==> src/verilog/ddr3_pkg.sv <==
package ddr3_pkg;

  localparam int ADDR_W         = 28;
  localparam int WORD_W         = 32;
  localparam int SEL_W          = WORD_W / 8;
  localparam int LINE_W         = 128;
  localparam int LINE_BYTES     = LINE_W / 8;
  localparam int WORDS_PER_LINE = LINE_W / WORD_W;
  localparam int WORD_IDX_W     = $clog2(WORDS_PER_LINE);
  localparam int OFFS_W         = $clog2(LINE_BYTES);  // byte offset inside a line.
  localparam int AVL_ADDR_W     = 26;                   // one avalon word per line.

  typedef struct packed {
    logic              cyc;
    logic              stb;
    logic              we;
    logic [ADDR_W-1:0] adr;
    logic [WORD_W-1:0] dat;
    logic [SEL_W-1:0]  sel;
  } wb_req_t;

  typedef struct packed {
    logic              ack;
    logic [WORD_W-1:0] dat;
  } wb_rsp_t;

  typedef struct packed {
    logic                  valid;
    logic                  we;
    logic [AVL_ADDR_W-1:0] addr;
    logic [LINE_W-1:0]     wdata;
    logic [LINE_BYTES-1:0] be;
  } line_req_t;

  typedef struct packed {
    logic              done;
    logic [LINE_W-1:0] rdata;
  } line_rsp_t;

  typedef enum logic [1:0] {ARB_IDLE, ARB_BUSY, ARB_RESP} arb_state_t;

  typedef enum logic [1:0] {AVL_IDLE, AVL_CMD, AVL_WAIT} avl_state_t;

endpackage

==> src/verilog/line_cache.sv <==
module line_cache #(
  parameter int LINES    = 16,
  parameter bit WRITABLE = 1'b1
) (
  input  logic                clk,
  input  logic                rst,
  input  ddr3_pkg::wb_req_t   wb_i,
  output ddr3_pkg::wb_rsp_t   wb_o,
  output ddr3_pkg::line_req_t line_o,
  input  ddr3_pkg::line_rsp_t line_i
);
  import ddr3_pkg::*;

  localparam int IDX_W = $clog2(LINES);
  localparam int TAG_W = ADDR_W - OFFS_W - IDX_W;

  logic [TAG_W-1:0]  tag_mem  [LINES];
  logic [LINE_W-1:0] data_mem [LINES];
  logic [LINES-1:0]  vld_mem;

  // lookup stage.
  logic              lk_q;
  logic              lk_we;
  logic [ADDR_W-1:0] lk_adr;
  logic [WORD_W-1:0] lk_dat;
  logic [SEL_W-1:0]  lk_sel;
  logic [TAG_W-1:0]  lk_tag;
  logic              lk_vld;
  logic [LINE_W-1:0] lk_line;

  logic                  accept;
  logic [IDX_W-1:0]      req_idx;
  logic [IDX_W-1:0]      lk_idx;
  logic [WORD_IDX_W-1:0] lk_word;
  logic                  lk_hit;
  logic [LINE_W-1:0]     wdata_lane;
  logic [LINE_BYTES-1:0] be_lane;

  // one request at a time; stb stays up until the cycle after ack.
  assign accept  = wb_i.cyc & wb_i.stb & ~lk_q & ~line_o.valid & ~wb_o.ack;
  assign req_idx = wb_i.adr[OFFS_W +: IDX_W];
  assign lk_idx  = lk_adr[OFFS_W +: IDX_W];
  assign lk_word = lk_adr[OFFS_W-1 -: WORD_IDX_W];
  assign lk_hit  = lk_vld & (lk_tag == lk_adr[ADDR_W-1 -: TAG_W]);

  assign wdata_lane = {WORDS_PER_LINE{lk_dat}};
  assign be_lane    = LINE_BYTES'(lk_sel) << (lk_word * SEL_W);  // sel moved to its lane.

  always_ff @(posedge clk)
  begin
    wb_o.ack <= 1'b0;

    if (accept)
    begin
      lk_q    <= 1'b1;
      lk_we   <= wb_i.we;
      lk_adr  <= wb_i.adr;
      lk_dat  <= wb_i.dat;
      lk_sel  <= wb_i.sel;
      lk_tag  <= tag_mem[req_idx];
      lk_vld  <= vld_mem[req_idx];
      lk_line <= data_mem[req_idx];
    end

    if (lk_q)
    begin
      lk_q <= 1'b0;
      if (lk_we && !WRITABLE)
      begin
        wb_o.ack <= 1'b1;  // instruction port drops writes.
      end
      else if (!lk_we && lk_hit)
      begin
        wb_o.ack <= 1'b1;
        wb_o.dat <= lk_line[lk_word*WORD_W +: WORD_W];
      end
      else
      begin
        line_o.valid <= 1'b1;
        line_o.we    <= lk_we;
        line_o.addr  <= AVL_ADDR_W'(lk_adr[ADDR_W-1:OFFS_W]);
        line_o.wdata <= wdata_lane;
        line_o.be    <= lk_we ? be_lane : '0;
      end
    end

    if (line_o.valid && line_i.done)
    begin
      line_o.valid <= 1'b0;
      wb_o.ack     <= 1'b1;
      if (line_o.we)
      begin
        if (lk_hit)
        begin
          for (int b = 0; b < LINE_BYTES; b++)
          begin
            if (line_o.be[b])
            begin
              data_mem[lk_idx][b*8 +: 8] <= line_o.wdata[b*8 +: 8];
            end
          end
        end
      end
      else
      begin
        data_mem[lk_idx] <= line_i.rdata;  // fill.
        tag_mem[lk_idx]  <= lk_adr[ADDR_W-1 -: TAG_W];
        vld_mem[lk_idx]  <= 1'b1;
        wb_o.dat         <= line_i.rdata[lk_word*WORD_W +: WORD_W];
      end
    end

    if (rst)
    begin
      lk_q         <= 1'b0;
      line_o.valid <= 1'b0;
      wb_o.ack     <= 1'b0;
      vld_mem      <= '0;
    end
  end

endmodule

==> src/verilog/line_arbiter.sv <==
module line_arbiter (
  input  logic                clk,
  input  logic                rst,
  input  ddr3_pkg::line_req_t inst_i,
  output ddr3_pkg::line_rsp_t inst_o,
  input  ddr3_pkg::line_req_t data_i,
  output ddr3_pkg::line_rsp_t data_o,
  output ddr3_pkg::line_req_t mem_o,
  input  ddr3_pkg::line_rsp_t mem_i
);
  import ddr3_pkg::*;

  arb_state_t state;
  logic       last_data;  // data port got the last grant.
  logic       sel_data;   // owner of the open transaction.
  logic       pick_data;

  // round robin only matters when both ask.
  always_comb
  begin
    if (inst_i.valid && data_i.valid)
    begin
      pick_data = ~last_data;
    end
    else
    begin
      pick_data = data_i.valid;
    end
  end

  always_ff @(posedge clk)
  begin
    inst_o.done <= 1'b0;
    data_o.done <= 1'b0;

    case (state)
      ARB_IDLE:
      begin
        if (inst_i.valid || data_i.valid)
        begin
          mem_o     <= pick_data ? data_i : inst_i;
          sel_data  <= pick_data;
          last_data <= pick_data;
          state     <= ARB_BUSY;
        end
      end
      ARB_BUSY:
      begin
        if (mem_i.done)
        begin
          mem_o.valid <= 1'b0;
          if (sel_data)
          begin
            data_o.done  <= 1'b1;
            data_o.rdata <= mem_i.rdata;
          end
          else
          begin
            inst_o.done  <= 1'b1;
            inst_o.rdata <= mem_i.rdata;
          end
          state <= ARB_RESP;
        end
      end
      ARB_RESP:
      begin
        state <= ARB_IDLE;  // owner still shows valid this cycle.
      end
      default:
      begin
        state <= ARB_IDLE;
      end
    endcase

    if (rst)
    begin
      state       <= ARB_IDLE;
      mem_o.valid <= 1'b0;
      inst_o.done <= 1'b0;
      data_o.done <= 1'b0;
      last_data   <= 1'b1;  // instruction port first.
    end
  end

endmodule

==> src/verilog/avl_master.sv <==
module avl_master (
  input  logic                                clk,
  input  logic                                rst,
  input  ddr3_pkg::line_req_t                 req_i,
  output ddr3_pkg::line_rsp_t                 rsp_o,
  input  logic                                avl_ready_i,
  input  logic                                avl_rdata_valid_i,
  input  logic [ddr3_pkg::LINE_W-1:0]         avl_rdata_i,
  output logic                                avl_read_o,
  output logic                                avl_write_o,
  output logic [ddr3_pkg::AVL_ADDR_W-1:0]     avl_addr_o,
  output logic [ddr3_pkg::LINE_W-1:0]         avl_wdata_o,
  output logic [ddr3_pkg::LINE_BYTES-1:0]     avl_be_o
);
  import ddr3_pkg::*;

  avl_state_t state;

  always_ff @(posedge clk)
  begin
    rsp_o.done <= 1'b0;

    case (state)
      AVL_IDLE:
      begin
        // requester still holds valid while done is out.
        if (req_i.valid && !rsp_o.done)
        begin
          avl_read_o  <= ~req_i.we;
          avl_write_o <= req_i.we;
          avl_addr_o  <= req_i.addr;
          avl_wdata_o <= req_i.wdata;
          avl_be_o    <= req_i.we ? req_i.be : '1;
          state       <= AVL_CMD;
        end
      end
      AVL_CMD:
      begin
        if (avl_ready_i)
        begin
          avl_read_o  <= 1'b0;
          avl_write_o <= 1'b0;
          if (avl_write_o)
          begin
            rsp_o.done <= 1'b1;
            state      <= AVL_IDLE;
          end
          else
          begin
            state <= AVL_WAIT;
          end
        end
      end
      AVL_WAIT:
      begin
        if (avl_rdata_valid_i)
        begin
          rsp_o.done  <= 1'b1;
          rsp_o.rdata <= avl_rdata_i;
          state       <= AVL_IDLE;
        end
      end
      default:
      begin
        state <= AVL_IDLE;
      end
    endcase

    if (rst)
    begin
      state       <= AVL_IDLE;
      rsp_o.done  <= 1'b0;
      avl_read_o  <= 1'b0;
      avl_write_o <= 1'b0;
    end
  end

endmodule

==> src/verilog/ddr3_frontend.sv <==
module ddr3_frontend #(
  parameter int INST_LINES = 4,
  parameter int DATA_LINES = 16
) (
  input  logic                            clk,
  input  logic                            rst,
  input  ddr3_pkg::wb_req_t               inst_wb_i,
  output ddr3_pkg::wb_rsp_t               inst_wb_o,
  input  ddr3_pkg::wb_req_t               data_wb_i,
  output ddr3_pkg::wb_rsp_t               data_wb_o,
  input  logic                            avl_ready_i,
  input  logic                            avl_rdata_valid_i,
  input  logic [ddr3_pkg::LINE_W-1:0]     avl_rdata_i,
  output logic                            avl_read_o,
  output logic                            avl_write_o,
  output logic [ddr3_pkg::AVL_ADDR_W-1:0] avl_addr_o,
  output logic [ddr3_pkg::LINE_W-1:0]     avl_wdata_o,
  output logic [ddr3_pkg::LINE_BYTES-1:0] avl_be_o
);
  import ddr3_pkg::*;

  line_req_t inst_line_req;
  line_rsp_t inst_line_rsp;
  line_req_t data_line_req;
  line_rsp_t data_line_rsp;
  line_req_t mem_req;
  line_rsp_t mem_rsp;

  line_cache #(
    .LINES    (INST_LINES),
    .WRITABLE (1'b0)  // read only.
  ) inst_cache (
    .clk    (clk),
    .rst    (rst),
    .wb_i   (inst_wb_i),
    .wb_o   (inst_wb_o),
    .line_o (inst_line_req),
    .line_i (inst_line_rsp)
  );

  line_cache #(
    .LINES    (DATA_LINES),
    .WRITABLE (1'b1)
  ) data_cache (
    .clk    (clk),
    .rst    (rst),
    .wb_i   (data_wb_i),
    .wb_o   (data_wb_o),
    .line_o (data_line_req),
    .line_i (data_line_rsp)
  );

  line_arbiter arbiter (
    .clk    (clk),
    .rst    (rst),
    .inst_i (inst_line_req),
    .inst_o (inst_line_rsp),
    .data_i (data_line_req),
    .data_o (data_line_rsp),
    .mem_o  (mem_req),
    .mem_i  (mem_rsp)
  );

  avl_master master (
    .clk               (clk),
    .rst               (rst),
    .req_i             (mem_req),
    .rsp_o             (mem_rsp),
    .avl_ready_i       (avl_ready_i),
    .avl_rdata_valid_i (avl_rdata_valid_i),
    .avl_rdata_i       (avl_rdata_i),
    .avl_read_o        (avl_read_o),
    .avl_write_o       (avl_write_o),
    .avl_addr_o        (avl_addr_o),
    .avl_wdata_o       (avl_wdata_o),
    .avl_be_o          (avl_be_o)
  );

endmodule

==> config.mk <==
export PLATFORM = sky130hd
export DESIGN_NAME = ddr3_frontend
export DESIGN_NICKNAME = d
export VERILOG_FILES = /design/src/verilog/ddr3_pkg.sv /design/src/verilog/line_cache.sv /design/src/verilog/line_arbiter.sv /design/src/verilog/avl_master.sv /design/src/verilog/ddr3_frontend.sv
export SDC_FILE = /design/constraint.sdc
export NUM_CORES = 2
export LEC_CHECK = 0
export ABC_CLOCK_PERIOD_IN_PS = 76700
export BUFFER_PORTS_ARGS = -buffer_cell sky130_fd_sc_hd__buf_4
export CAP_MARGIN = 10
export CORE_ASPECT_RATIO = 1.1
export CORE_MARGIN = 2
export CORE_UTILIZATION = 45
export CTS_CLUSTER_DIAMETER = 100
export CTS_CLUSTER_SIZE = 14
export DETAILED_ROUTE_END_ITERATION = 12
export GPL_TIMING_DRIVEN = 0
export PLACE_DENSITY_LB_ADDON = 0.2
export SLEW_MARGIN = 20
export SYNTH_ARGS = -nofsm -noshare
export SYNTH_HDL_FRONTEND = slang
export SYNTH_SLANG_ARGS = --single-unit
export TNS_END_PERCENT = 100
==> constraint.sdc <==
create_clock -name clk -period 76.7 [get_ports clk]
set_input_delay 15.34 -clock clk [delete_from_list [all_inputs] [get_ports clk]]
set_output_delay 15.34 -clock clk [all_outputs]
set_load 0.005 [all_outputs]
==> results.md <==
* Largest net degree at the start of global routing at 45
* CTS Buffer Depth at 4
* Clock transition at path regs at approximately 0.07 ns
* Met3 routed WL at approximately 39 mm
* Origin of the worst setup path: inst_wb_i[66]
* Crit path DAT at 19.45 ns
* Worst r2r src: inst_cache.line_o[171]
* Gr usage total at between 20% and 30%
* Register area share after synthesis at between 70% and 80%
* Clk_skew at around 0.073 ns
* Vias in the first global route at ~74,000
* Max_cap viols at 0
* Hold Buf Count CTS at 0
* Setup Fix Bufs, Post-CTS at 0
* Worst hold start: arbiter.mem_o[140]
* Drt pass-1 iters at 5
* Root buffer cell: clkbuf_16
* Share of cells above drive strength 1 at 30.5%
* Post-DP HPWL at roughly 330 mm
* Total gr overflow at 0
* LEAKAGE at between 0.05 and 0.06 uW
* Die Ht at just over 600 microns
* Pins Over Slew Limit at 0
* M1 WL at ~170 mm
* Status: completed
* Post-route ant nets at 0
* Worst Tran Pin Value at between 1 and 1.5 ns
* Most used DFF post-synth: edfxtp_1
* FMAX at between 50 and 60 MHz
* DR top layer: met5
* Yosys cell types at 48
* DR iter-0 viols at around 11,000
* Nature of the critical path endpoint: register
* RSZ-0062 raised after global routing: false
* Syn_area_per_cell at ~23 sq um
* Chip width at 563 microns
* Met2 WL at 217 mm
* Die area at approximately 350,000 sq um
* First-pass GRT wire length at around 600 mm
* Sum Neg Setup Slack at 0 ns
* Initial antenna violation count at a little over 60
* # rows at 226
* Top post-synthesis cells by count: edfxtp_1 (4,081), mux4_2 (1,009), nand2_1 (417), nor2_1 (321), clkbuf_1 (176)
* Number of flops mapped to enable cells by yosys at 4,081
* Rel. slew slack at between 10% and 20%
* Vias/cell at 5.98
* Pwr per Cell Area at between 20 and 25 nW/um^2
* VDD IR max at 16.8 uV
* Post-Syn Instances at between 6,000 and 7,000
* Netlist Area Pre-Place at 155,000 sq um
* Post-Layout Cell Count at roughly 13,000
* Setup Viol. Count Final at 0
* Via count at roughly 75,000
* Residual DRC count at 0
* CTS-repair resized insts at 0
* Min Tclk post-route at between 15 and 20 ns
* Io pins at just over 500
* Area leader, netlist: edfxtp_1
* Part of the cycle the worst path needs at approximately a quarter
* Synth top area cells: edfxtp_1 (79%), mux4_2 (15%), nand2_1 (1.0%), dfxtp_1 (0.89%), nor2_1 (0.78%)
* Area added between synthesis and finish at 13.9%
* H-tree depth at 5
* Final hold vios at 0
* Cell count after placement at around 12,000
* Synth top area share at about four fifths
* WS Path Type: in2reg
* Startpoint Class: input pin
* RePlAce Congestion at between 0.9 and 1
* Starting Density at a little under half
* Final nets at 8,093
* DR WL/cell at ~36 microns
* HP Class: reg2reg
* Count leader, synth: edfxtp_1
* Fill count at 26,754
* Num CTS Buffers at about 340
* Critical Path Fanout Max at 7
* Worst skew pair latency at roughly 0.9 ns
* Worst EP required at 77.29 ns
* Async set or reset register ratio after synthesis at 0%
* YS warnings at 0
* I/O Buffers at between 400 and 500
* CTS Sinks at between 4,000 and 5,000
* CTS tree: built
* Seq cells post-synth at between 4,000 and 5,000
* Routed Wire Length at between 400 and 500 mm
* Core ar. at between 300,000 and 400,000 sq um
## power breakdown
part	internal, uW	leakage, uW	switching (uW)	total, uW
registers	2500	0.0374	20.3	2520
logic	86.1	0.0141	109	195
clock network	824	0.00448	769	1590
## cells by family after synthesis
| group | count (synthesis) | synth area share (%) |
|---|---|---|
| other | 1 | 0.00242 |
| and+or+nand+nor | 897 | 2.45 |
| DFF | 4150 | 80.0 |
| muxes | 1084 | 15.2 |
| AOI/OAI and AO/OA | 141 | 0.585 |
| adders and majority gates | 3 | 0.0242 |
| buffers and inverters | 469 | 1.53 |
| xor gates and xnor gates | 42 | 0.237 |
## layout by cell type, fill, tap and decap left out, types with 3 or more instances in the layout
cell type     n
o21ai_0      33
nor3_1        4
nor2_1      296
nand2_1     417
clkbuf_1    262
a31oi_4       3
a21oi_1      32
a211oi_1     16
a31oi_2       9
dfxtp_1      69
clkbuf_16   346
clkinv_8      3
nand4_1      44
xnor2_1      41
mux4_2     1009
buf_12       28
mux2_2       56
buf_16       35
edfxtp_1   4081
and2_1       39
ha_1          3
nor3b_1       3
inv_1        39
mux2i_1      19
clkbuf_2     34
a31oi_1       9
nand3_1       5
buf_1        23
buf_2       168
nor2_2        4
nor2b_1      22
nand2b_1     20
diode_2      18
inv_6         5
nor2_4       21
buf_6        21
buf_4       672
o211ai_1     32
## registers in the layout, summed over array words and instances (netlist names), 128 cells and up
| register | flops |
|---|---|
| inst_cache.lk_line | 128 |
| arbiter.inst_o | 129 |
| data_cache.lk_line | 128 |
| inst_cache.data_mem | 512 |
| data_cache.data_mem | 2048 |
| data_cache.tag_mem | 320 |
| arbiter.data_o | 129 |
| master.rsp_o | 129 |
## per-stage QoR
step | hold slack [ns] | area, sq um | utilization (%) | worst slack [ns] | total power [uW]
global route | 0.421 | 176000 | 51.4 | 57.64 | 4410
CTS | 0.411 | 176000 | 51.4 | 57.90 | 4330
finish | 0.410 | 176000 | 51.4 | 57.84 | 4310
detailed placement | 0.405 | 167000 | 48.7 | 56.91 | 2760
global placement | 0.401 | 164000 | 47.8 | 19.92 | 2770
floorplan | 0.400 | 155000 | - | 40.13 | 2670
## worst paths after layout
kind,endpoint,slack [ns],depth (start not counted)
worst max-delay path,inst_cache.lk_line[49],57.84,18
worst min-delay path,master.avl_wdata_o[124],0.41,0
worst min register to register,master.avl_wdata_o[124],0.41,0
worst max register to register,inst_cache.lk_line[49],71.81,16
## routing by layer
metal | vias to the layer above | GRT usage (%)
li1 | 29899 | -
met1 | 40513 | 34.2
met2 | 3922 | 41.5
met3 | 669 | 4.32
met4 | 4 | 9.42
met5 | - | 0
## area by class of cell
cell class | instances | area (sq um) | share of cell area (%)
clock buffer | 466 | 9110 | 5.16
clock inverter | 11 | 148 | 0.0837
buffer | 428 | 2260 | 1.28
inverter | 41 | 156 | 0.0886
sequential | 4150 | 124000 | 70.2
antenna | 18 | 45.0 | 0.0255
tap | 4560 | 5710 | 3.23
timing repair buffer | 696 | 6190 | 3.51
multi-input combinational | 2169 | 28900 | 16.4
## critical path, stage by stage
cell,delay (ns)
buf_4,0.08
nand2_1,0.09
nor4_2,0.42
buf_4,0.27
buf_2,0.19
buf_2,0.24
buf_2,0.25
buf_2,0.25
buf_2,0.25
buf_2,0.24
buf_2,0.24
buf_2,0.24
buf_2,0.25
buf_2,0.24
buf_2,0.25
buf_2,0.23
buf_4,0.19
buf_4,0.17
Note: power is estimated with default switching activity, not from simulation.
